**config.mk**
```make
export PLATFORM = sky130hd
export DESIGN_NAME = pipeline_cpu
export DESIGN_NICKNAME = d
export VERILOG_FILES = /design/src/design/cpu_types_pkg.sv /design/src/design/fetch_stage.sv /design/src/design/decode_stage.sv /design/src/design/execute_stage.sv /design/src/design/memory_stage.sv /design/src/design/pipeline_cpu.sv
export VERILOG_INCLUDE_DIRS = /design/src /design/src/design
export SDC_FILE = /design/constraint.sdc
export NUM_CORES = 2
export LEC_CHECK = 0
export ABC_AREA = 0
export ABC_CLOCK_PERIOD_IN_PS = 9200
export CORE_UTILIZATION = 45
export CTS_BUF_LIST = sky130_fd_sc_hd__clkbuf_16
export DETAILED_ROUTE_END_ITERATION = 8
export DONT_BUFFER_PORTS = 1
export GPL_TIMING_DRIVEN = 0
export SETUP_SLACK_MARGIN = 0.5
export SLEW_MARGIN = 0
export SYNTH_ARGS = -nofsm -noshare
export SYNTH_HDL_FRONTEND = slang
export SYNTH_SLANG_ARGS = --single-unit
```
**constraint.sdc**
```tcl
create_clock -name CLK -period 9.2 [get_ports CLK]
set_input_delay 1.84 -clock CLK [delete_from_list [all_inputs] [get_ports CLK]]
set_output_delay 1.84 -clock CLK [all_outputs]
set_load 0.02 [all_outputs]
```
**src/design/cpu_defines.svh**
```systemverilog
// width, register file and reset-PC macros for the pipelined core, included by every RTL file
`ifndef CPU_DEFINES_SVH
`define CPU_DEFINES_SVH

// ----------------------------------------
// datapath widths
// ----------------------------------------

// data word and byte address width
`define CPU_WORD_W 32

// register specifier width
`define CPU_REG_AW 5

// ----------------------------------------
// register file and reset
// ----------------------------------------

// general purpose registers, r0 reads zero
`define CPU_NUM_REGS 32

// first fetch address after reset, must be word aligned
`define CPU_PC_INIT 32'h0000_0000

`endif

```
**src/design/cpu_types_pkg.sv**
```systemverilog
// shared encodings and stage-boundary structs of the pipelined core, imported by each stage
`include "cpu_defines.svh"

package cpu_types_pkg;

  // basic datapath types
  typedef logic [`CPU_WORD_W-1:0] word_t;
  typedef logic [`CPU_REG_AW-1:0] regbits_t;

  // ----------------------------------------
  // instruction encodings
  // ----------------------------------------

  // major opcodes, instr[31:26]
  typedef enum logic [5:0] {
    RTYPE = 6'h00,
    J     = 6'h02,
    BEQ   = 6'h04,
    BNE   = 6'h05,
    ADDIU = 6'h09,
    ORI   = 6'h0d,
    LUI   = 6'h0f,
    LW    = 6'h23,
    SW    = 6'h2b,
    HALT  = 6'h3f
  } opcode_t;

  // r-type functs, instr[5:0]
  typedef enum logic [5:0] {
    ADDU = 6'h21,
    SUBU = 6'h23,
    AND  = 6'h24,
    OR   = 6'h25,
    SLT  = 6'h2a
  } funct_t;

  // alu operations
  typedef enum logic [2:0] {
    ALU_ADD = 3'd0,
    ALU_SUB = 3'd1,
    ALU_AND = 3'd2,
    ALU_OR  = 3'd3,
    ALU_SLT = 3'd4,
    ALU_LUI = 3'd5
  } alu_op_t;

  // ----------------------------------------
  // control and stage registers
  // ----------------------------------------

  // decoded control, travels down the pipe with the instruction
  typedef struct packed {
    logic     reg_wen;
    regbits_t dest;
    alu_op_t  alu_op;
    logic     alu_src_imm;
    logic     ext_sign;
    logic     mem_ren;
    logic     mem_wen;
    logic     beq;
    logic     bne;
    logic     jump;
    logic     halt;
  } ctrl_t;

  // fetch/decode
  typedef struct packed {
    logic  valid;
    word_t instr;
    word_t pc_plus4;
  } fd_t;

  // decode/execute
  typedef struct packed {
    logic        valid;
    ctrl_t       ctrl;
    word_t       rdat1;
    word_t       rdat2;
    word_t       ext_imm;
    logic [25:0] jidx;
    word_t       pc_plus4;
  } de_t;

  // execute/memory
  typedef struct packed {
    logic  valid;
    ctrl_t ctrl;
    word_t alu_out;
    logic  zero;
    word_t store_data;
    word_t branch_target;
    word_t jump_target;
  } em_t;

  // memory/writeback
  typedef struct packed {
    logic     valid;
    logic     reg_wen;
    regbits_t dest;
    word_t    wdat;
    logic     halt;
  } mw_t;

endpackage

```
**src/design/fetch_stage.sv**
```systemverilog
// instruction fetch stage, holds the PC and loads the fetch/decode register for decode_stage
`include "cpu_defines.svh"

module fetch_stage import cpu_types_pkg::*; #(
  parameter word_t PC_INIT = `CPU_PC_INIT
) (
  input  logic  CLK,
  input  logic  nRST,
  input  logic  freeze,
  input  logic  stall,
  input  logic  halt,
  input  logic  redirect,
  input  word_t redirect_pc,
  output logic  imem_ren,
  output word_t imem_addr,
  input  word_t imem_load,
  output fd_t   fd
);

  word_t pc;
  word_t pc_plus4;
  logic  run;

  assign pc_plus4 = pc + `CPU_WORD_W'(4);

  // request goes out from the first cycle after reset until halt
  assign imem_ren  = run & ~halt;
  assign imem_addr = pc;

  always_ff @(posedge CLK or negedge nRST) begin
    if (!nRST) begin
      run <= 1'b0;
    end else begin
      run <= 1'b1;
    end
  end

  // ----------------------------------------
  // pc and fetch/decode register
  // ----------------------------------------
  always_ff @(posedge CLK or negedge nRST) begin
    if (!nRST) begin
      pc <= PC_INIT;
      fd <= '0;
    end else if (!freeze) begin
      if (redirect) begin
        // taken branch or jump in mem, drop the fetched word
        pc       <= redirect_pc;
        fd.valid <= 1'b0;
      end else if (halt || !run) begin
        fd.valid <= 1'b0;
      end else if (!stall) begin
        pc          <= pc_plus4;
        fd.valid    <= 1'b1;
        fd.instr    <= imem_load;
        fd.pc_plus4 <= pc_plus4;
      end
      // stalled, pc and fd hold
    end
  end

endmodule

```
**src/design/decode_stage.sv**
```systemverilog
// decode stage with control decode, register file, hazard stall and the decode/execute register
`include "cpu_defines.svh"

module decode_stage import cpu_types_pkg::*; (
  input  logic     CLK,
  input  logic     nRST,
  input  logic     freeze,
  input  logic     flush,
  input  fd_t      fd,
  input  logic     em_busy,
  input  regbits_t em_dest,
  input  mw_t      mw,
  output logic     stall,
  output de_t      de
);

  opcode_t     op;
  funct_t      fn;
  regbits_t    rs;
  regbits_t    rt;
  regbits_t    rd;
  logic [15:0] imm;
  ctrl_t       ctrl;
  logic        uses_rs;
  logic        uses_rt;
  logic        hz_rs;
  logic        hz_rt;
  word_t       rdat1;
  word_t       rdat2;
  word_t       regs [`CPU_NUM_REGS];
  de_t         de_n;

  // instruction fields
  assign op  = opcode_t'(fd.instr[31:26]);
  assign fn  = funct_t'(fd.instr[5:0]);
  assign rs  = fd.instr[25:21];
  assign rt  = fd.instr[20:16];
  assign rd  = fd.instr[15:11];
  assign imm = fd.instr[15:0];

  // ----------------------------------------
  // control decode
  // ----------------------------------------
  always_comb begin
    ctrl    = '0;
    ctrl.alu_op = ALU_ADD;
    uses_rs = 1'b0;
    uses_rt = 1'b0;
    case (op)
      RTYPE: begin
        uses_rs      = 1'b1;
        uses_rt      = 1'b1;
        ctrl.dest    = rd;
        ctrl.reg_wen = 1'b1;
        case (fn)
          ADDU:    ctrl.alu_op = ALU_ADD;
          SUBU:    ctrl.alu_op = ALU_SUB;
          AND:     ctrl.alu_op = ALU_AND;
          OR:      ctrl.alu_op = ALU_OR;
          SLT:     ctrl.alu_op = ALU_SLT;
          // unknown funct acts as a nop
          default: ctrl.reg_wen = 1'b0;
        endcase
      end
      ADDIU, ORI, LUI, LW: begin
        uses_rs          = (op != LUI);
        ctrl.dest        = rt;
        ctrl.reg_wen     = 1'b1;
        ctrl.alu_src_imm = 1'b1;
        ctrl.ext_sign    = (op != ORI);
        ctrl.mem_ren     = (op == LW);
        if (op == ORI) ctrl.alu_op = ALU_OR;
        if (op == LUI) ctrl.alu_op = ALU_LUI;
      end
      SW: begin
        uses_rs          = 1'b1;
        uses_rt          = 1'b1;
        ctrl.alu_src_imm = 1'b1;
        ctrl.ext_sign    = 1'b1;
        ctrl.mem_wen     = 1'b1;
      end
      BEQ, BNE: begin
        // compare by subtract with a signed offset
        uses_rs       = 1'b1;
        uses_rt       = 1'b1;
        ctrl.alu_op   = ALU_SUB;
        ctrl.ext_sign = 1'b1;
        ctrl.beq      = (op == BEQ);
        ctrl.bne      = (op == BNE);
      end
      J:       ctrl.jump = 1'b1;
      HALT:    ctrl.halt = 1'b1;
      // unknown opcode acts as a nop
      default: ;
    endcase
    // r0 is never a destination, so no write and no hazard
    if (ctrl.dest == '0) ctrl.reg_wen = 1'b0;
  end

  // ----------------------------------------
  // register file with writeback on its write port
  // ----------------------------------------
  always_ff @(posedge CLK) begin
    if (mw.valid && mw.reg_wen) regs[mw.dest] <= mw.wdat;
  end

  // same-cycle writeback passes through
  always_comb begin
    if (rs == '0) rdat1 = '0;
    else if (mw.valid && mw.reg_wen && mw.dest == rs) rdat1 = mw.wdat;
    else rdat1 = regs[rs];
    if (rt == '0) rdat2 = '0;
    else if (mw.valid && mw.reg_wen && mw.dest == rt) rdat2 = mw.wdat;
    else rdat2 = regs[rt];
  end

  // ----------------------------------------
  // hazard stall on writers in de or em
  // ----------------------------------------
  assign hz_rs = uses_rs && ((de.valid && de.ctrl.reg_wen && de.ctrl.dest == rs) ||
                             (em_busy && em_dest == rs));
  assign hz_rt = uses_rt && ((de.valid && de.ctrl.reg_wen && de.ctrl.dest == rt) ||
                             (em_busy && em_dest == rt));
  assign stall = fd.valid & (hz_rs | hz_rt);

  always_comb begin
    de_n.valid    = fd.valid & ~stall & ~flush;
    de_n.ctrl     = ctrl;
    de_n.rdat1    = rdat1;
    de_n.rdat2    = rdat2;
    // sign or zero extension of the immediate
    de_n.ext_imm  = {{16{ctrl.ext_sign & imm[15]}}, imm};
    de_n.jidx     = fd.instr[25:0];
    de_n.pc_plus4 = fd.pc_plus4;
  end

  always_ff @(posedge CLK or negedge nRST) begin
    if (!nRST) begin
      de <= '0;
    end else if (!freeze) begin
      de <= de_n;
    end
  end

  // writes into r0 are filtered at decode three stages back
  a_no_r0_write: assert property (@(posedge CLK) disable iff (!nRST)
    (mw.valid && mw.reg_wen) |-> (mw.dest != '0));

endmodule

```
**src/design/execute_stage.sv**
```systemverilog
// execute stage with ALU, zero flag, branch and jump targets and the execute/memory register
`include "cpu_defines.svh"

module execute_stage import cpu_types_pkg::*; (
  input  logic CLK,
  input  logic nRST,
  input  logic freeze,
  input  logic flush,
  input  de_t  de,
  output em_t  em
);

  word_t alu_a;
  word_t alu_b;
  word_t alu_out;
  em_t   em_n;

  // ----------------------------------------
  // alu
  // ----------------------------------------
  assign alu_a = de.rdat1;
  assign alu_b = de.ctrl.alu_src_imm ? de.ext_imm : de.rdat2;

  always_comb begin
    case (de.ctrl.alu_op)
      ALU_ADD: alu_out = alu_a + alu_b;
      ALU_SUB: alu_out = alu_a - alu_b;
      ALU_AND: alu_out = alu_a & alu_b;
      ALU_OR:  alu_out = alu_a | alu_b;
      // signed compare
      ALU_SLT: alu_out = {{(`CPU_WORD_W-1){1'b0}}, $signed(alu_a) < $signed(alu_b)};
      // immediate into the upper half
      ALU_LUI: alu_out = {alu_b[15:0], 16'h0000};
      default: alu_out = '0;
    endcase
  end

  // ----------------------------------------
  // targets and execute/memory register
  // ----------------------------------------
  always_comb begin
    em_n.valid         = de.valid & ~flush;
    em_n.ctrl          = de.ctrl;
    em_n.alu_out       = alu_out;
    em_n.zero          = (alu_out == '0);
    em_n.store_data    = de.rdat2;
    // word offset relative to the next instruction
    em_n.branch_target = de.pc_plus4 + {de.ext_imm[`CPU_WORD_W-3:0], 2'b00};
    // region bits come from pc+4
    em_n.jump_target   = {de.pc_plus4[31:28], de.jidx, 2'b00};
  end

  always_ff @(posedge CLK or negedge nRST) begin
    if (!nRST) begin
      em <= '0;
    end else if (!freeze) begin
      em <= em_n;
    end
  end

endmodule

```
**src/design/memory_stage.sv**
```systemverilog
// memory stage issuing data requests, resolving branches and loading the memory/writeback register
`include "cpu_defines.svh"

module memory_stage import cpu_types_pkg::*; (
  input  logic  CLK,
  input  logic  nRST,
  input  logic  freeze,
  input  em_t   em,
  output logic  dmem_ren,
  output logic  dmem_wen,
  output word_t dmem_addr,
  output word_t dmem_store,
  input  word_t dmem_load,
  output logic  redirect,
  output word_t redirect_pc,
  output mw_t   mw
);

  logic taken;
  mw_t  mw_n;

  // ----------------------------------------
  // data memory request
  // ----------------------------------------
  assign dmem_ren   = em.valid & em.ctrl.mem_ren;
  assign dmem_wen   = em.valid & em.ctrl.mem_wen;
  assign dmem_addr  = em.alu_out;
  assign dmem_store = em.store_data;

  // ----------------------------------------
  // branch and jump resolution
  // ----------------------------------------
  assign taken = em.valid & ((em.ctrl.beq & em.zero) |
                             (em.ctrl.bne & ~em.zero) |
                             em.ctrl.jump);

  // halt also drains the younger stages
  assign redirect    = taken | (em.valid & em.ctrl.halt);
  assign redirect_pc = em.ctrl.jump ? em.jump_target : em.branch_target;

  // ----------------------------------------
  // memory/writeback register
  // ----------------------------------------
  always_comb begin
    mw_n.valid   = em.valid;
    mw_n.reg_wen = em.ctrl.reg_wen;
    mw_n.dest    = em.ctrl.dest;
    mw_n.wdat    = em.ctrl.mem_ren ? dmem_load : em.alu_out;
    mw_n.halt    = em.ctrl.halt;
  end

  always_ff @(posedge CLK or negedge nRST) begin
    if (!nRST) begin
      mw <= '0;
    end else if (!freeze) begin
      mw <= mw_n;
    end
  end

  // decode never sets both memory controls for one instruction
  a_one_dmem_req: assert property (@(posedge CLK) disable iff (!nRST)
    !(dmem_ren && dmem_wen));

endmodule

```
**src/design/pipeline_cpu.sv**
```systemverilog
// top of the five-stage core, wires the stages to the instruction and data memory ports
`include "cpu_defines.svh"

module pipeline_cpu import cpu_types_pkg::*; #(
  parameter word_t PC_INIT = `CPU_PC_INIT
) (
  input  logic  CLK,
  input  logic  nRST,
  output logic  imem_ren,
  output word_t imem_addr,
  input  word_t imem_load,
  input  logic  ihit,
  output logic  dmem_ren,
  output logic  dmem_wen,
  output word_t dmem_addr,
  output word_t dmem_store,
  input  word_t dmem_load,
  input  logic  dhit,
  output logic  halt
);

  fd_t   fd;
  de_t   de;
  em_t   em;
  mw_t   mw;
  logic  stall;
  logic  redirect;
  word_t redirect_pc;
  logic  freeze;
  logic  fetch_halt;
  // core side of the memory ports
  logic  core_iren;
  logic  core_dren;
  logic  core_dwen;
  word_t core_iload;
  word_t core_dload;
  // hits that came while the other port still waited
  logic  i_done;
  logic  d_done;
  word_t i_buf;
  word_t d_buf;

  // ----------------------------------------
  // memory ports and freeze
  // ----------------------------------------
  assign imem_ren = core_iren & ~i_done;
  assign dmem_ren = core_dren & ~d_done;
  assign dmem_wen = core_dwen & ~d_done;

  assign freeze = (imem_ren & ~ihit) | ((dmem_ren | dmem_wen) & ~dhit);

  assign core_iload = i_done ? i_buf : imem_load;
  assign core_dload = d_done ? d_buf : dmem_load;

  // an early hit is kept so the access is not repeated
  always_ff @(posedge CLK or negedge nRST) begin
    if (!nRST) begin
      i_done <= 1'b0;
      d_done <= 1'b0;
    end else if (!freeze) begin
      i_done <= 1'b0;
      d_done <= 1'b0;
    end else begin
      if (imem_ren && ihit) i_done <= 1'b1;
      if ((dmem_ren || dmem_wen) && dhit) d_done <= 1'b1;
    end
  end

  always_ff @(posedge CLK) begin
    if (freeze && imem_ren && ihit) i_buf <= imem_load;
    if (freeze && dmem_ren && dhit) d_buf <= dmem_load;
  end

  // ----------------------------------------
  // sticky halt
  // ----------------------------------------
  assign fetch_halt = halt | (mw.valid & mw.halt);

  always_ff @(posedge CLK or negedge nRST) begin
    if (!nRST) begin
      halt <= 1'b0;
    end else begin
      halt <= halt | (mw.valid & mw.halt & ~freeze);
    end
  end

  // ----------------------------------------
  // stages
  // ----------------------------------------
  fetch_stage #(.PC_INIT(PC_INIT)) u_fetch (
    .CLK, .nRST, .freeze, .stall, .halt(fetch_halt), .redirect, .redirect_pc,
    .imem_ren(core_iren), .imem_addr, .imem_load(core_iload), .fd
  );

  decode_stage u_decode (
    .CLK, .nRST, .freeze, .flush(redirect), .fd,
    .em_busy(em.valid & em.ctrl.reg_wen), .em_dest(em.ctrl.dest),
    .mw, .stall, .de
  );

  execute_stage u_execute (
    .CLK, .nRST, .freeze, .flush(redirect), .de, .em
  );

  memory_stage u_memory (
    .CLK, .nRST, .freeze, .em, .dmem_ren(core_dren), .dmem_wen(core_dwen),
    .dmem_addr, .dmem_store, .dmem_load(core_dload), .redirect, .redirect_pc, .mw
  );

  // pc starts aligned and every target is a word offset
  a_imem_aligned: assert property (@(posedge CLK) disable iff (!nRST)
    imem_ren |-> (imem_addr[1:0] == 2'b00));

endmodule

```
Word-level counts from Yosys, hierarchy flattened
Memories as Yosys holds them, arrays and structs flattened. Index checks and enable logic that the tools add are counted.

Memories kept: 1. Bits in latches: 0. Flip-flop bits (word level): 501. Input bits: 68. ROM bits: 0. RAM bits: 1024. Logic and storage cells: 197.

Memory list: u_decode.regs (words 32, bits a word 32, read ports 2, clocked after memory_dff 0, wr ports 1, RTL line decode_stage.sv:30) `` word_t regs [`CPU_NUM_REGS]; ``.

Bitwise logic cells: 40. Multiply operators: 0. Order comparisons: 1. Div/mod/pow operators: 0. Shift operators: 0. Add/sub/neg operators: 4. Equality and inequality tests: 32. Multiplexer cells: 38. Reduce and logical (&&, ||, !) cells: 36.

Operators by type and width (count): $mux W32 (12); $pmux W32 S6 (1); $mux W65 (1); $add A32 B32 Y32 (2); $eq A6 B6 Y1 const B (8); $add A32 B3 Y32 const B (1); $and A32 B32 Y32 (1); $logic_not A32 Y1 (1); $lt A32 B32 Y1 (1); $or A32 B32 Y32 (1); $sub A32 B32 Y32 (1); $eq A5 B5 Y1 (6); $and A1 B1 Y1 (20); $eq A6 B4 Y1 const B (3); $logic_and A1 B1 Y1 (16); $mux W1 (16); $logic_not A5 Y1 (3); $eq A6 B3 Y1 const B (2); $ne A6 B4 Y1 const B (2); $pmux W3 S4 (1); $pmux W6 S2 (1); $not A1 Y1 (10); $reduce_or A5 Y1 (2); $pmux W3 S3 (1); other kinds (20) (38).

Longest topological paths before layout
Depth in word-level cells: 10. Depth in mapped cells: 20. Gate-level depth less buffers: 17.

Cells and area by module
Synthesis repeated with hierarchy kept, for this count alone.

Cell total of the unflattened synthesis: 4958. Area total of the unflattened synthesis: 76263.1 um2.

By module, submodules not included: decode_stage (seq. area each 34277.9 um2, cells each 2680, instances 1, area an instance 53094.7 um2); execute_stage (seq. area each 3628.5 um2, cells each 1410, instances 1, area an instance 12483.2 um2); fetch_stage (seq. area each 2452.4 um2, cells each 450, instances 1, area an instance 4657.0 um2); pipeline_cpu (seq. area each 1996.9 um2, cells each 158, instances 1, area an instance 3134.3 um2); memory_stage (seq. area each 1001.0 um2, cells each 260, instances 1, area an instance 2894.0 um2).

Least setup slack after synthesis
Ideal clock, no wire load.

Path type: reg-to-reg. Start point: reg, netlist name u_decode.de[161]. End point: reg, netlist name u_execute.em[96]. Required time: 9.097 ns. Buffers on the path: 5. Setup time: 0.103 ns. Period minus slack after synthesis: 4.911 ns. Cell stages (with the launch flop): 20. Setup slack: 4.289 ns. Arrival time: 4.807 ns. Cell sequence: dfrtp_1 -> clkbuf_1 -> buf_1 -> and2_1 -> clkbuf_1 -> clkbuf_1 -> a21oi_1 -> ha_1 -> clkbuf_1 -> or3_1 -> nand2b_1 -> nor3_1 -> nor2b_1 -> a31oi_1 -> a41o_1 -> o22ai_1 -> nor2b_1 -> nand4_1 -> or4_1 -> o41ai_2.

Cells in the longest elaborated chain, start to end: 4.

RTL lines: $mux W32 (*) (RTL line execute_stage.sv:22) `assign alu_b = de.ctrl.alu_src_imm ? de.ext_imm : de.rdat2;`; $sub A32 B32 Y32 (tied with other cells) (RTL line execute_stage.sv:27) `ALU_SUB: alu_out = alu_a - alu_b;`; $pmux W32 S6 (*) (RTL line execute_stage.sv:25) `case (de.ctrl.alu_op)`; $logic_not A32 Y1 (*) (RTL line execute_stage.sv:45) `em_n.zero = (alu_out == '0);`.

Every way passes the cells marked *; elsewhere a longest branch is shown, timed or not. A chain may end at the register's enable or synchronous reset.

Worst setup path after layout
Start point: reg, netlist name u_decode.de[161]. End point: reg, netlist name u_execute.em[96].

Cells in the longest elaborated chain, start to end: 4.

RTL lines (RTL line): $mux W32 (*) (execute_stage.sv:22); $sub A32 B32 Y32 (tied with other cells) (execute_stage.sv:27); $pmux W32 S6 (*) (execute_stage.sv:25); $logic_not A32 Y1 (*) (execute_stage.sv:45).

Marked as above.

==> metrics <==
status=finished with violations; failing checks=slew limit; Initial DRT Pass Iterations=6; busiest layer in global routing=met2; Hold Violations, Final=0; Max-Cap Viols=0; initial antenna violation count=12; Tot Pwr=approximately 30000 uW; Die Wd=410.8 um; Least-Margin Pin Slew=2.504 ns; Synth Register Bits=between 1500 and 2000; hold depth=2; drt total wl=around 260 mm; Synth top area share=0.4344; critical path required time=slightly below 10 ns; minimum clock period=6.920 ns; Final Cycle Share=0.7522; Setup violations, final=0; Max Transition Viols Final=~320; syn avg cell area=approximately 13 um2; post-CTS sizing=0; Reg2Reg Launch Point=u_decode.de[161]$_DFFE_PN0P_; hold_sp=u_fetch.fd[28]$_DFFE_PN0P_; power density cells=~360 nW/um2; gpl congestion=~0.97; Synth Flop Type=edfxtp_1; vias per cell=6.362; met3 Use GR=0.06468; Syn Inst Count=approximately 5700; crit end category=flop; Initial Util=0.4548; DP HPWL=~190 mm; Worst VDD drop=roughly 240 uV; pin count of the biggest net entering global routing=around 420; routed len/inst=between 30 and 40 um; Post-Syn Area=75210 um2; sequential area share after synthesis=0.5745; fin area=~84000 um2; clk_skew=about 0.037 ns; Routed Antenna Nets=0; RSZ-0062 raised after global routing=false; CP arrival=~7.6 ns; Slew HR=-0.6691; maximum clock frequency=about 140 MHz; Hold Path Class=flop to flop; met2 usage=0.4909; GRT Util Overall=0.3087; num rows=roughly 150; total die area=168800 um2; final core area utilization=0.5089; final setup TNS=0 ns; most common cell after layout, fill and taps aside=edfxtp_1; Remaining DRCs=0; first-pass GRT wire length=371.7 mm; CTS tree=done; Worst-Skew Late Latency=between 0.8 and 0.9 ns; critical path class=flop to flop; post-synth top area cell=edfxtp_1; Ys Warns=0; Inserted Clock Buffers=around 160; critical path launch point type=flop; Worst Path Max Fanout=10; Clock transition at path regs=0.06 ns; vias in the first global route=between 50000 and 60000; Sink Count=between 1500 and 2000; post-CTS setup buffers=0; worst-case clock buffer depth=3; DP Area=a little under 80000 um2; Hold Buf Count CTS=0; via count=between 50000 and 60000; share of cells above drive strength 1=0.1488; Netlist cell types=a little under 90; top cells by area in the synthesized netlist=edfxtp_1, dfrtp_1, mux4_2; fraction of registers with async set or reset after synthesis=0.2790; IO Count=around 170; worst reg2reg path depth=20; CP startpoint=u_decode.de[161]$_DFFE_PN0P_; PortBufs=0; commonest non-fill, non-tap cells in the layout=edfxtp_1, nand2_1, mux4_2, dfrtp_1, o21ai_0; Clk Tree Root Cell=clkbuf_16; total grt overflow=0; Leak=0.03001 uW; Final Non-Filler Cells=roughly 8200; M1 GR Usage=0.4070; CTS HTree Levels=4; initial DRC count=6588; die height=410.8 um; placed cell count=7895; core area=roughly 170000 um2; synthesis-to-finish area growth=11.89%; layout net count=between 6000 and 7000; post-synthesis net count=slightly below 6000; Post-synth EDFFs=roughly 1100
-- power breakdown --
part	switching, uW	internal (uW)
combinational	8400	4560
sequential	1710	8820
clock	2860	3640
total	13000	17000
-- state kept, by name, summed over array words and instances (netlist names) --
name	flops
u_decode.regs	1024
u_decode.de	140
u_execute.em	140
u_fetch.fd	65
u_memory.mw	40
d_buf	32
i_buf	32
u_fetch.imem_addr	32
d_done	1
halt	1
i_done	1
u_fetch.run	1
-- kinds of logic after synthesis --
| group | after synthesis | share of synthesized area |
|---|---|---|
| multiplexers | 819 | 0.1846 |
| AO/OA/AOI/OAI | 1097 | 0.09356 |
| XOR/XNOR | 101 | 0.01176 |
| other | 1 | 0.00004986 |
| buffers and inverters | 593 | 0.03329 |
| flip-flops | 1509 | 0.5745 |
| AND/OR/NAND/NOR | 1405 | 0.07790 |
| adder cells (fa/ha/maj) | 145 | 0.02442 |
-- final cells by class --
type                            count  area, um2
Tap cell                         2189       2739
Sequential cell                  1509      43220
Fill cell                       14053      81200
Antenna cell                        1      2.502
Clock buffer                      167       4179
Timing Repair Buffer               37      748.2
Inverter                          135      506.7
Clock inverter                    128       1021
Multi-Input combinational cell   3568      29750
Buffer                            458       1997
-- critical path, cell delays in order, from the launching register on --
cell	delay, ns
dfrtp_1	0.33
clkbuf_1	0.57
buf_1	0.57
and2_1	0.22
clkbuf_1	0.27
clkbuf_1	0.44
a21oi_1	0.22
ha_1	0.35
clkbuf_1	0.34
inv_1	0.18
a21oi_1	0.28
o21bai_1	0.10
a21oi_1	0.36
o21bai_1	0.10
a21oi_1	0.45
a311oi_1	0.17
o22ai_1	0.46
nor2b_1	0.19
nand4_1	0.10
or4_1	0.64
o41ai_2	0.44
-- path summary, 6_finish.rpt --
check,to,slack (ns)
worst min-delay path,u_decode.de[28]$_DFFE_PN0P_,0.46
min in group asynchronous,u_decode.de[136]$_DFFE_PN0P_,0.71
worst max register to register,u_execute.em[96]$_DFFE_PN0P_,2.28
worst max-delay path,u_execute.em[96]$_DFFE_PN0P_,2.28
worst min register to register,u_decode.de[28]$_DFFE_PN0P_,0.46
max in group asynchronous,u_execute.em[121]$_DFFE_PN0P_,6.48
-- cell usage after synthesis (34+ instances only) --
library cell and number:
xor2_1 43, o22ai_1 73, dfrtp_1 421, edfxtp_1 1088
clkbuf_1 281, mux4_2 452, nand2_1 880, a221oi_1 137
buf_4 67, a21oi_1 209, a21o_1 36, nand3_1 45
inv_1 131, mux2i_1 344, nor2_1 282, ha_1 142
nor2b_1 34, xnor2_1 58, o211ai_1 78, o21ai_0 358
buf_1 89
-- metal layers --
layer / vias up / part of all wire
li1: 21993 / -
met1: 26680 / 0.39
met2: 2772 / 0.47
met3: 656 / 0.090
met4: 20 / 0.050
met5: - / 0.00052
-- per-stage QoR --
step	worst slack, ns	hold slack, ns
detailed placement	2.558	0.4492
floorplan	4.289	0.4331
CTS	2.474	0.4650
finish	2.280	0.4638
global placement	2.603	0.4482
global route	1.932	0.4883
No activity file was read; power rests on OpenSTA's default activity.
